`src/tlb_pkg.sv`:
```
package tlb_pkg;

   localparam int ADDR_W    = 32;
   localparam int PAGE_BITS = 12;                  // Page offset, not compared
   localparam int SET_W     = 2;
   localparam int OFF_W     = 2;
   localparam int IDX_W     = SET_W + 1 + OFF_W;   // Set, bank, offset
   localparam int VPN_W     = ADDR_W - PAGE_BITS;
   localparam int ENTRY_W   = 32;

   // Entry word fields
   localparam int E_VALID = 0;
   localparam int E_READ  = 1;
   localparam int E_WRITE = 2;
   localparam int E_COH   = 3;
   localparam int E_VPN   = 4;                     // VPN_W bits from here up

   typedef logic [ADDR_W-1:0]  vaddr_t;
   typedef logic [VPN_W-1:0]   vpn_t;
   typedef logic [IDX_W-1:0]   idx_t;
   typedef logic [OFF_W-1:0]   off_t;
   typedef logic [ENTRY_W-1:0] entry_t;

   typedef enum logic [1:0] {IDLE, RUN, DRAIN, REPORT} search_state_t;

   typedef struct packed {
      logic   valid;
      vaddr_t vaddr;
      logic   write;                               // 1 for a write access
   } tlb_req_t;

   typedef struct packed {
      logic   we;
      logic   sel;                                 // 0 entry RAM, 1 page RAM
      idx_t   idx;
      entry_t data;
   } tlb_cfg_t;

   typedef struct packed {
      logic              valid;
      logic              hit;
      logic              miss;
      logic              multi_hit;
      logic              prot;
      logic              coherent;
      logic [ADDR_W-1:0] paddr;
   } tlb_resp_t;

endpackage

```
`src/hdl/entry_ram.sv`:
```
`timescale 1ns/1ps

module entry_ram import tlb_pkg::*; #(
   parameter int DEPTH_W = IDX_W,
   parameter int WIDTH   = ENTRY_W
) (
   input  logic               clk_i,
   input  logic               we_i,
   input  logic [DEPTH_W-1:0] waddr_i,
   input  logic [DEPTH_W-1:0] raddr0_i,
   input  logic [DEPTH_W-1:0] raddr1_i,
   input  logic [WIDTH-1:0]   wdata_i,
   output logic [WIDTH-1:0]   rdata0_o,
   output logic [WIDTH-1:0]   rdata1_o
);

   logic [WIDTH-1:0] mem [2**DEPTH_W];

   // Shared write port
   always_ff @(posedge clk_i) begin
      if (we_i) begin
         mem[waddr_i] <= wdata_i;
      end
   end

   // Both read ports registered, one cycle of latency
   always_ff @(posedge clk_i) begin
      rdata0_o <= mem[raddr0_i];
      rdata1_o <= mem[raddr1_i];
   end

endmodule

```
`src/hdl/offset_counter.sv`:
```
`timescale 1ns/1ps

module offset_counter import tlb_pkg::*; (
   input  logic clk_i,
   input  logic rst_ni,
   input  logic start_i,
   input  logic stop_i,
   output off_t off_o,
   output off_t off_d_o,
   output logic busy_o,
   output logic last_o
);

   logic busy_q;
   off_t off_q;
   off_t off_d_q;

   // Offset 0 already sits on the counter when start arrives
   assign busy_o  = start_i || busy_q;
   assign off_o   = off_q;
   assign last_o  = busy_o && (off_q == '1);
   assign off_d_o = off_d_q;

   always_ff @(posedge clk_i) begin
      if (!rst_ni) begin
         busy_q <= 1'b0;
         off_q  <= '0;
      end else if (busy_o) begin
         if (stop_i || last_o) begin
            busy_q <= 1'b0;
            off_q  <= '0;                          // Park at offset 0 for the next walk
         end else begin
            busy_q <= 1'b1;
            off_q  <= off_q + 1'b1;
         end
      end
   end

   // Lines up with the RAM read data
   always_ff @(posedge clk_i) begin
      off_d_q <= off_q;
   end

endmodule

```
`src/hdl/search_ctrl.sv`:
```
`timescale 1ns/1ps

module search_ctrl import tlb_pkg::*; (
   input  logic     clk_i,
   input  logic     rst_ni,
   input  tlb_req_t req_i,
   input  logic     match_i,
   input  logic     busy_i,
   input  logic     last_i,
   output logic     start_o,
   output logic     stop_o,
   output logic     searching_o,
   output logic     send_outputs_o,
   output vaddr_t   vaddr_o,
   output logic     write_o
);

   search_state_t state_q;
   search_state_t state_d;
   vaddr_t        vaddr_q;
   logic          write_q;
   logic          searching_q;
   logic          walk_done_q;                     // Last offset has been issued

   // Requests outside IDLE are dropped
   assign start_o        = (state_q == IDLE) && req_i.valid;
   assign stop_o         = (state_q == RUN) && match_i;
   assign send_outputs_o = (state_q == REPORT);
   assign searching_o    = searching_q;
   assign write_o        = write_q;

   // Offset 0 is read in the accept cycle, before the address is latched
   assign vaddr_o = (state_q == IDLE) ? req_i.vaddr : vaddr_q;

   always_comb begin
      state_d = state_q;
      case (state_q)
         IDLE: begin
            if (req_i.valid) begin
               state_d = RUN;
            end
         end
         RUN: begin
            if (match_i) begin
               state_d = DRAIN;
            end else if (walk_done_q && !searching_q) begin
               state_d = DRAIN;                    // Every offset checked, miss
            end
         end
         DRAIN: begin
            state_d = REPORT;                      // Read issued after a stop retires
         end
         REPORT: begin
            state_d = IDLE;
         end
         default: begin
            state_d = IDLE;
         end
      endcase
   end

   always_ff @(posedge clk_i) begin
      if (!rst_ni) begin
         state_q     <= IDLE;
         searching_q <= 1'b0;
         walk_done_q <= 1'b0;
      end else begin
         state_q     <= state_d;
         searching_q <= busy_i;                    // Data arrives one cycle after the read
         if (start_o) begin
            walk_done_q <= 1'b0;
         end else if (last_i) begin
            walk_done_q <= 1'b1;
         end
      end
   end

   always_ff @(posedge clk_i) begin
      if (start_o) begin
         vaddr_q <= req_i.vaddr;
         write_q <= req_i.write;
      end
   end

endmodule

```
`src/hdl/set_check.sv`:
```
`timescale 1ns/1ps

module set_check import tlb_pkg::*; (
   input  logic     clk_i,
   input  logic     rst_ni,
   input  tlb_cfg_t cfg_i,
   input  vaddr_t   vaddr_i,
   input  logic     write_i,
   input  logic     searching_i,
   input  logic     send_outputs_i,
   input  off_t     off_i,
   input  off_t     off_d_i,
   output logic     match_o,
   output logic     hit_o,
   output logic     multi_hit_o,
   output logic     prot_o,
   output logic     coherent_o,
   output idx_t     hit_idx_o
);

   typedef enum logic {SEARCH, HIT} hit_state_t;

   hit_state_t       hit_q;
   hit_state_t       hit_d;
   logic [SET_W-1:0] set_sel;
   vpn_t             vpn;
   idx_t             raddr0;
   idx_t             raddr1;
   entry_t           rdata0;
   entry_t           rdata1;
   logic             port0_hit;
   logic             port1_hit;
   logic             sel_bank;
   entry_t           sel_entry;
   logic             sel_prot;
   idx_t             hit_idx_q;
   logic             multi_q;
   logic             prot_q;
   logic             coh_q;

   // Low page-number bits pick the set
   assign set_sel = vaddr_i[PAGE_BITS +: SET_W];
   assign vpn     = vaddr_i[ADDR_W-1:PAGE_BITS];
   assign raddr0  = {set_sel, 1'b0, off_i};
   assign raddr1  = {set_sel, 1'b1, off_i};

   entry_ram #(
      .DEPTH_W (IDX_W),
      .WIDTH   (ENTRY_W)
   ) u_entry_ram (
      .clk_i    (clk_i),
      .we_i     (cfg_i.we && !cfg_i.sel),
      .waddr_i  (cfg_i.idx),
      .raddr0_i (raddr0),
      .raddr1_i (raddr1),
      .wdata_i  (cfg_i.data),
      .rdata0_o (rdata0),
      .rdata1_o (rdata1)
   );

   assign port0_hit = rdata0[E_VALID] && (rdata0[E_VPN +: VPN_W] == vpn);
   assign port1_hit = rdata1[E_VALID] && (rdata1[E_VPN +: VPN_W] == vpn);

   assign sel_bank  = !port0_hit;                  // Bank 0 wins a tie
   assign sel_entry = port0_hit ? rdata0 : rdata1;
   assign sel_prot  = write_i ? !sel_entry[E_WRITE] : !sel_entry[E_READ];

   always_comb begin
      hit_d   = hit_q;
      match_o = 1'b0;
      case (hit_q)
         SEARCH: begin
            if (searching_i && (port0_hit || port1_hit)) begin
               match_o = 1'b1;
               hit_d   = HIT;
            end
         end
         HIT: begin
            // Later reads are ignored until the response goes out
            if (send_outputs_i) begin
               hit_d = SEARCH;
            end
         end
         default: begin
            hit_d = SEARCH;
         end
      endcase
   end

   always_ff @(posedge clk_i) begin
      if (!rst_ni) begin
         hit_q   <= SEARCH;
         multi_q <= 1'b0;
         prot_q  <= 1'b0;
         coh_q   <= 1'b0;
      end else begin
         hit_q <= hit_d;
         if (match_o) begin
            multi_q <= port0_hit && port1_hit;
            prot_q  <= sel_prot;
            coh_q   <= sel_entry[E_COH];
         end else if (send_outputs_i) begin
            multi_q <= 1'b0;
            prot_q  <= 1'b0;
            coh_q   <= 1'b0;
         end
      end
   end

   // Index of the matching entry, offset taken from the data side
   always_ff @(posedge clk_i) begin
      if (match_o) begin
         hit_idx_q <= {set_sel, sel_bank, off_d_i};
      end
   end

   assign hit_o       = (hit_q == HIT);
   assign multi_hit_o = multi_q;
   assign prot_o      = prot_q;
   assign coherent_o  = coh_q;
   assign hit_idx_o   = hit_idx_q;

endmodule

```
`src/hdl/pa_lookup.sv`:
```
`timescale 1ns/1ps

module pa_lookup import tlb_pkg::*; (
   input  logic      clk_i,
   input  logic      rst_ni,
   input  tlb_cfg_t  cfg_i,
   input  idx_t      hit_idx_i,
   input  logic      hit_i,
   input  logic      multi_hit_i,
   input  logic      prot_i,
   input  logic      coherent_i,
   input  logic      send_outputs_i,
   input  vaddr_t    vaddr_i,
   output tlb_resp_t resp_o
);

   vpn_t pa_mem [2**IDX_W];                        // Physical page per entry
   vpn_t page_q;

   always_ff @(posedge clk_i) begin
      if (cfg_i.we && cfg_i.sel) begin
         pa_mem[cfg_i.idx] <= cfg_i.data[VPN_W-1:0];
      end
   end

   // Hit index is stable from DRAIN on, so the page is ready in REPORT
   always_ff @(posedge clk_i) begin
      page_q <= pa_mem[hit_idx_i];
   end

   always_ff @(posedge clk_i) begin
      if (!rst_ni) begin
         resp_o <= '0;
      end else begin
         resp_o.valid <= send_outputs_i;           // One-cycle strobe
         if (send_outputs_i) begin
            resp_o.hit       <= hit_i;
            resp_o.miss      <= !hit_i;
            resp_o.multi_hit <= multi_hit_i;
            resp_o.prot      <= prot_i;
            resp_o.coherent  <= coherent_i;
            // Stored page joined with the request's page offset
            if (hit_i) begin
               resp_o.paddr <= {page_q, vaddr_i[PAGE_BITS-1:0]};
            end else begin
               resp_o.paddr <= '0;
            end
         end
      end
   end

endmodule

```
`src/hdl/tlb_slice_top.sv`:
```
`timescale 1ns/1ps

module tlb_slice_top import tlb_pkg::*; (
   input  logic      clk_i,
   input  logic      rst_ni,
   input  tlb_req_t  req_i,
   input  tlb_cfg_t  cfg_i,
   output tlb_resp_t resp_o
);

   logic   start;
   logic   stop;
   logic   busy;
   logic   last;
   logic   searching;
   logic   send_outputs;
   logic   match;
   logic   hit;
   logic   multi_hit;
   logic   prot;
   logic   coherent;
   logic   write;
   vaddr_t vaddr;
   off_t   off;
   off_t   off_d;
   idx_t   hit_idx;

   search_ctrl u_search_ctrl (
      .clk_i          (clk_i),
      .rst_ni         (rst_ni),
      .req_i          (req_i),
      .match_i        (match),
      .busy_i         (busy),
      .last_i         (last),
      .start_o        (start),
      .stop_o         (stop),
      .searching_o    (searching),
      .send_outputs_o (send_outputs),
      .vaddr_o        (vaddr),
      .write_o        (write)
   );

   offset_counter u_offset_counter (
      .clk_i   (clk_i),
      .rst_ni  (rst_ni),
      .start_i (start),
      .stop_i  (stop),
      .off_o   (off),
      .off_d_o (off_d),
      .busy_o  (busy),
      .last_o  (last)
   );

   set_check u_set_check (
      .clk_i          (clk_i),
      .rst_ni         (rst_ni),
      .cfg_i          (cfg_i),
      .vaddr_i        (vaddr),
      .write_i        (write),
      .searching_i    (searching),
      .send_outputs_i (send_outputs),
      .off_i          (off),
      .off_d_i        (off_d),
      .match_o        (match),
      .hit_o          (hit),
      .multi_hit_o    (multi_hit),
      .prot_o         (prot),
      .coherent_o     (coherent),
      .hit_idx_o      (hit_idx)
   );

   pa_lookup u_pa_lookup (
      .clk_i          (clk_i),
      .rst_ni         (rst_ni),
      .cfg_i          (cfg_i),
      .hit_idx_i      (hit_idx),
      .hit_i          (hit),
      .multi_hit_i    (multi_hit),
      .prot_i         (prot),
      .coherent_i     (coherent),
      .send_outputs_i (send_outputs),
      .vaddr_i        (vaddr),
      .resp_o         (resp_o)
   );

endmodule

```
`config.mk`:
```
export PLATFORM = sky130hd
export DESIGN_NAME = tlb_slice_top
export DESIGN_NICKNAME = d
export VERILOG_FILES = /design/src/tlb_pkg.sv /design/src/hdl/entry_ram.sv /design/src/hdl/offset_counter.sv /design/src/hdl/search_ctrl.sv /design/src/hdl/set_check.sv /design/src/hdl/pa_lookup.sv /design/src/hdl/tlb_slice_top.sv
export SDC_FILE = /design/constraint.sdc
export NUM_CORES = 2
export LEC_CHECK = 0
export BUFFER_PORTS_ARGS = -buffer_cell sky130_fd_sc_hd__buf_2
export CAP_MARGIN = 5
export CORE_MARGIN = 3
export CORE_UTILIZATION = 43
export DETAILED_ROUTE_END_ITERATION = 10
export HOLD_SLACK_MARGIN = 0.08
export SYNTH_ARGS = -nofsm -noshare
export SYNTH_HDL_FRONTEND = slang
export SYNTH_SLANG_ARGS = --single-unit
```
`constraint.sdc`:
```
create_clock -name clk_i -period 5.7 [get_ports clk_i]
set_input_delay 1.14 -clock clk_i [delete_from_list [all_inputs] [get_ports clk_i]]
set_output_delay 1.14 -clock clk_i [all_outputs]
set_load 0.005 [all_outputs]
```
Word level (Yosys, flattened, before mapping)
Memories as Yosys holds them, arrays and structs flattened. A register that Yosys moved wholly into a read port is not among the register bits.
Cells that the tools add are included.
{"block": "op_classes", "n_eq_ne": 8, "n_reduce_logical": 23, "muxes": 22, "add_sub_neg": 1, "bitwise": 2}
{"operator": "32-bit 2-to-1 mux", "n": 2}
{"operator": "20-bit == test", "n": 2}
{"operator": "1-bit 2-to-1 mux", "n": 13}
{"operator": "1-bit logical AND", "n": 10}
{"operator": "2-bit 2-to-1 mux", "n": 4}
{"operator": "2-bit one-hot mux with 4 select lines", "n": 1}
{"operator": "2-bit == test, second input constant", "n": 3}
{"operator": "1-bit logical NOT", "n": 6}
{"operator": "4-bit 2-to-1 mux", "n": 1}
{"operator": "1-bit logical OR", "n": 3}
{"operator": "3-bit by 2-bit != test with 1-bit output, second input constant", "n": 1}
{"operator": "2-bit by 1-bit adder with 2-bit output, second input constant", "n": 1}
{"operator": "2-bit by 1-bit == test with 1-bit output, second input constant", "n": 1}
{"operator": "2-bit logical NOT", "n": 1}
{"operator": "2-bit != test, second input constant", "n": 1}
{"operator": "1-bit NOT", "n": 2}
{"operator": "1-bit one-hot mux with 2 select lines", "n": 1}
{"operator": "2-bit AND reduction", "n": 1}
{"operator": "2-bit nonzero test", "n": 1}
{"operator": "2-bit OR reduction", "n": 1}
{"block": "totals", "n_memories": 2, "regBits": 89, "ramBits": 1664, "word_cells": 78}
{"name": "u_set_check.u_entry_ram.mem", "words": 32, "word_bits": 32, "rd": 2, "rd_ports_with_merged_regs": 2, "write_ports": 1, "line": "entry_ram.sv:17", "rtl": "logic [WIDTH-1:0] mem [2**DEPTH_W];"}
{"name": "u_pa_lookup.pa_mem", "words": 32, "word_bits": 20, "rd": 1, "rd_ports_with_merged_regs": 1, "write_ports": 1, "line": "pa_lookup.sv:17", "rtl": "vpn_t pa_mem [2**IDX_W];"}

Logic depth before layout (Yosys ltp)
{"block": "logic_depth", "depth_word": 11, "mapped_depth": 12, "depth_no_buf": 10}

Hierarchy
A second synthesis with hierarchy kept.
{"block": "hier_totals", "cells_unflattened": 5227, "area_unflattened_um2": 79891.6}
{"mod": "entry_ram", "area_each_um2": 50070.5, "cells_per_inst": 3450, "seq_area_each_um2": 32030.7, "instances": 1}
{"mod": "pa_lookup", "area_each_um2": 27008.4, "cells_per_inst": 1574, "seq_area_each_um2": 20379.5, "instances": 1}
{"mod": "search_ctrl", "area_each_um2": 1737.9, "cells_per_inst": 93, "seq_area_each_um2": 1071.0, "instances": 1}
{"mod": "set_check", "area_each_um2": 869.6, "cells_per_inst": 94, "seq_area_each_um2": 230.2, "instances": 1}
{"mod": "offset_counter", "area_each_um2": 205.2, "cells_per_inst": 16, "seq_area_each_um2": 100.1, "instances": 1}

Worst setup path before layout
OpenSTA, ideal clock, no wires.
{"block": "synth_timing", "path_kind": "input -> register", "start": "input cfg_i[36] (netlist name)", "end": "memory u_set_check.u_entry_ram.mem[19][0] (netlist name) (enable)", "slack_ns": 2.286, "required_ns": 5.295, "path_stages": 4, "setup_time_ns": 0.405, "arrival_ns": 3.009, "n_path_buf": 2, "cell_sequence": "clkbuf_1 > or3b_2 > clkbuf_1 > nor2_1"}
{"element": "start, declared", "line": "tlb_slice_top.sv:7", "rtl": "input tlb_cfg_t cfg_i,"}
{"element": "end, declared", "line": "entry_ram.sv:17"}
Straight into the memory's write port.

Final worst setup path
{"block": "layout_timing", "start": "register u_search_ctrl.state_q[0]", "end": "register u_offset_counter.off_q[0] (netlist: u_offset_counter.off_o[0])"}
{"block": "layout_between", "elab_chain_len": 11, "word_cells_on_any_way": 17, "classes_between": "eq/ne (3); mux (4); reduce/logical (10)"}
{"element": "start, declared", "line": "search_ctrl.sv:18", "rtl": "search_state_t state_q;"}
{"element": "start signal, assigned", "line": "search_ctrl.sv:68", "rtl": "state_q <= state_d;"}
{"element": "2-bit logical NOT", "line": "search_ctrl.sv:26, search_ctrl.sv:33"}
{"element": "32-bit 2-to-1 mux", "line": "search_ctrl.sv:33", "rtl": "assign vaddr_o = (state_q == IDLE) ? req_i.vaddr : vaddr_q;"}
{"element": "20-bit == test, on equally long branches", "line": "set_check.sv:61, set_check.sv:62"}
{"element": "1-bit logical AND, on equally long branches", "line": "set_check.sv:61, set_check.sv:62"}
{"element": "1-bit logical OR", "line": "set_check.sv:73", "rtl": "if (searching_i && (port0_hit || port1_hit)) begin"}
{"element": "1-bit logical AND", "line": "set_check.sv:73"}
{"element": "1-bit 2-to-1 mux", "line": "set_check.sv:73"}
{"element": "1-bit 2-to-1 mux", "line": "set_check.sv:71", "rtl": "case (hit_q)"}
{"element": "1-bit logical AND", "line": "search_ctrl.sv:27", "rtl": "assign stop_o = (state_q == RUN) && match_i;"}
{"element": "1-bit logical OR", "line": "offset_counter.sv:29", "rtl": "if (stop_i || last_o) begin"}
{"element": "2-bit 2-to-1 mux", "line": "offset_counter.sv:29"}
{"element": "end signal, assigned", "line": "offset_counter.sv:34", "rtl": "off_q <= off_q + 1'b1;"}
{"element": "end, declared", "line": "offset_counter.sv:15", "rtl": "off_t off_q;"}
Several ways; a longest one is shown, not always the timed one.
A chain may end at the register's enable or synchronous reset.

==> run_results.csv <==
group,metric,value,unit
sta,maxSlewViolCount,0,
drt,vias_per_cell,5.69,
synthesis,avgSynthCellArea,21.6,um2
clock_tree,post-cts-setup-buffers,0,
synthesis,synth_top_family_by_area,"multiplexers",
clock_tree,htreeDepth,4,
layout,finish.utilization,0.492,
synthesis,synthSimpleGateAreaFrac,0.0331,
grt,antenna_found_initial,18,
die,core-area,0.136,mm2
grt,track_usage,0.193,
power_and_ir_drop,ir_drop,334,uV
synthesis,synthAdderAreaFrac,0.00106,
clock_tree,cts.path.max_buffers,3,
clock_tree,clock_latency,0.76,ns
die,io-pin-count,113,
die,die_w,376,um
sta,whs,0.402,ns
run_status,status,"complete, no violations",
die,num_rows,135,
drt,wl_per_cell,28.2,um
synthesis,yosysWarnings,0,
worst_setup_path,required,6.35,ns
clock_tree,cts_hold_buf,0,
synthesis,netlist_instances,2734,
sta,fin_crit_sh,0.676,
sta,fmax,260,MHz
clock_tree,cts_resized,0,
drt,dr.pass1.iters,5,
power_and_ir_drop,p_leak,21.1,nW
worst_hold_path,hold_class,"reg2reg",
worst_setup_path,r2r-start,"u_search_ctrl.state_q[0]",
sta,rsz0062_at_grt,"no",
worst_hold_path,hold_path.startpoint,"u_offset_counter.off_d_o[0]",
synthesis,synth-main-ff-cell,"edfxtp_1",
synthesis,ys_seq_area_frac,0.777,
layout,nNetsFinal,2999,
power_and_ir_drop,powerDensity,404,mW/mm2
die,die_area,0.142,mm2
grt,grt_pass1_vias,28500,
die,fp.dieH,376,um
sta,finalSetupTns,0,ns
layout,area_growth_syn_to_layout,13.3,%
sta,finalSetupViolations,0,
power_and_ir_drop,fin_total_pwr,0.0270,W
drt,drtAntennaViolNets,0,
worst_setup_path,cp_slowest_cell,"ha_2",
worst_setup_path,worstPathMaxFanout,18,
run,drv_cap,0,
worst_setup_path,slowest_delay,0.62,ns
synthesis,synthArstFlopShare,0,
synthesis,yosysUniqueCellTypes,44,
synthesis,syn-cell-area,0.0589,mm2
worst_setup_path,crit_start,"u_search_ctrl.state_q[0]",
place,dpl_cell_area,0.0620,mm2
sta,slew-limit-headroom,0.118,
synthesis,syn-num-nets,2814,
place,dp_hpwl,70.6,mm
synthesis,synth_mux_area_frac,0.161,
clock_tree,root_buffer,"clkbuf_16",
clock_tree,clk_pin_slew,0.06,ns
die,start_util,0.434,
sta,finalHoldViolations,0,
layout,finish.instance_area,0.0668,mm2
drt,drt-total-wl,136,mm
worst_setup_path,path_class,"reg2reg",
synthesis,synth_edf_count,1446,
clock_tree,cts_buffers,151,
drt,drtIter0Drc,2712,
grt,grt_max_degree,161,
worst_setup_path,worst_ep_arrival_time,4.50,ns
place,gp_congestion,0.770,
place,portBuffers,104,
worst_setup_path,endpoint_kind,"flip-flop",
worst_setup_path,start_kind,"flip-flop",
layout,drive_above_1_share,0.289,
drt,drc,0,
clock_tree,clock_sinks,1565,
synthesis,synthXorXnorAreaFrac,0.00594,
grt,overflow,0,
synthesis,synth-compound-area-share,0.0100,
worst_setup_path,path_cells,"inv_1, ha_2, buf_4, mux2i_4, xnor2_1, nor4_1, nand4_1, nor4_2, o21ai_4, o21a_1, mux2_2",
grt,grt_pass1_wl,197,mm
sta,worstMarginPinSlew,1.32,ns
drt,route.vias.total,27400,
sta,fin_crit,3.85,ns
clock_tree,cts_tree,"built",
sta,finClkSkew,0.0223,ns
synthesis,synth_seq_cells,1565,
-- worst max-delay path: cells and delay by family (launching register included) --
| family | cells | cell delay (ns) |
|---|---|---|
| adders and majority gates | 1 | 0.62 |
| muxes | 2 | 0.54 |
| AOI/OAI and AO/OA | 2 | 0.43 |
| and+or+nand+nor | 3 | 1.25 |
| DFF | 1 | 0.35 |
| xor gates and xnor gates | 1 | 0.09 |
| buffers and inverters | 2 | 0.41 |
-- final timing paths --
path	slack [ns]	to	cells after the start
setup / recovery	1.85	u_offset_counter.off_o[0]	11
hold / removal	0.40	u_set_check.hit_idx_o[0]	0
setup reg to reg	1.85	u_offset_counter.off_o[0]	11
hold reg to reg	0.40	u_set_check.hit_idx_o[0]	0
-- synth_stat cells (3+ instances only) --
| cell type | instances | area [um2] |
|---|---|---|
| edfxtp_1 | 1446 | 43400 |
| mux4_2 | 392 | 8830 |
| nand2_1 | 199 | 747 |
| dfxtp_1 | 119 | 2380 |
| clkbuf_1 | 88 | 330 |
| nor2_1 | 71 | 267 |
| a31oi_1 | 48 | 300 |
| and3_1 | 48 | 300 |
| nor2b_1 | 47 | 294 |
| buf_1 | 34 | 128 |
| mux2i_1 | 32 | 320 |
| xor2_1 | 22 | 193 |
| a21oi_1 | 21 | 105 |
| inv_1 | 21 | 78.8 |
| mux2_2 | 21 | 236 |
| xnor2_1 | 18 | 158 |
| buf_2 | 17 | 85.1 |
| and2_1 | 16 | 100 |
| o22ai_1 | 12 | 75.1 |
| nand3_1 | 8 | 40.0 |
| nand4_1 | 7 | 43.8 |
| ha_1 | 5 | 62.6 |
| mux2i_2 | 4 | 55.1 |
| nand2b_1 | 4 | 25.0 |
| nand3b_1 | 4 | 30.0 |
| a21boi_0 | 3 | 22.5 |
| nor4_1 | 3 | 18.8 |
| o21a_1 | 3 | 22.5 |
-- power breakdown --
group / internal (W) / total, W / switching [W]
combinational: 0.00187 / 0.00412 / 0.00225
sequential: 0.0129 / 0.0133 / 0.000383
clock: 0.00549 / 0.00957 / 0.00408
-- registers in the layout, indices dropped and copies added (netlist names) --
name                              flops
u_search_ctrl.state_q                 2
u_search_ctrl.write_o                 1
u_set_check.coherent_o                1
u_set_check.prot_o                    1
u_search_ctrl.searching_o             1
u_search_ctrl.vaddr_q                32
u_set_check.u_entry_ram.rdata0_o     24
u_offset_counter.busy_q               1
u_set_check.u_entry_ram.rdata1_o     24
u_pa_lookup.page_q                   20
u_search_ctrl.walk_done_q             1
u_offset_counter.off_d_o              2
u_offset_counter.off_o                2
u_pa_lookup.resp_o                   38
u_set_check.multi_hit_o               1
u_set_check.u_entry_ram.mem         768
u_set_check.hit_idx_o                 5
u_pa_lookup.pa_mem                  640
u_set_check.hit_o                     1
-- per-stage QoR --
step,setup WS (ns),instances
5_1_grt,1.57,4818
2_1_floorplan,2.29,2734
3_3_place_gp,1.71,4546
6_report,1.85,4821
3_5_place_dp,1.70,4546
4_1_cts,1.69,4817
-- metal layers --
layer,vias up,part of all wire,wire length (um),global-route usage
met3,202,0.067,9080,0.0384
met1,14700,0.41,55400,0.260
met5,-,0.000096,13,0
met4,2,0.022,3020,0.0529
li1,11600,-,-,-
met2,937,0.50,68400,0.324
-- cell families after synthesis --
group	Yosys count
adder cells (fa/ha/maj)	5
XOR/XNOR	40
multiplexers	452
AND/OR/NAND/NOR	415
AO/OA/AOI/OAI	93
buffers and inverters	164
flip-flops	1565
-- layout make-up --
type                       count  area, um2
sequential                  1565      45800
clock buffer                 209       4270
inverter                      22       83.8
clock inverter                62        449
tap                         1781       2230
antenna                        3       7.51
fill                       10800      69000
multi-input combinational   1005      12800
timing repair buffer         174       1120
-- placed cells by master, fill, tap and decap left out, types with 3 or more instances in the layout --
cell           n
mux2_2        21
a21boi_0       3
edfxtp_1    1446
clkinv_1      27
inv_1         21
a21oi_1       21
mux2i_4        4
nor4_1         3
bufinv_16      6
and3_1        48
mux2i_1       31
and2_1        15
nand2_1      199
o22ai_1       12
nor2_1         7
mux2i_2        3
nor2_4        28
mux4_2       392
o21a_1         3
clkbuf_8      15
nor2_2        36
nand3b_1       4
dfxtp_1      117
clkinv_2      22
a31oi_1       48
buf_4         64
xnor2_1       18
ha_1           3
nor2b_1       47
clkbuf_1      37
xor2_1        22
nand2b_1       4
clkinvlp_4     6
nand3_1        8
buf_2        104
diode_2        3
nand4_1        7
clkbuf_16    157
buf_12         6
No activity file was read; power rests on OpenSTA's default activity.
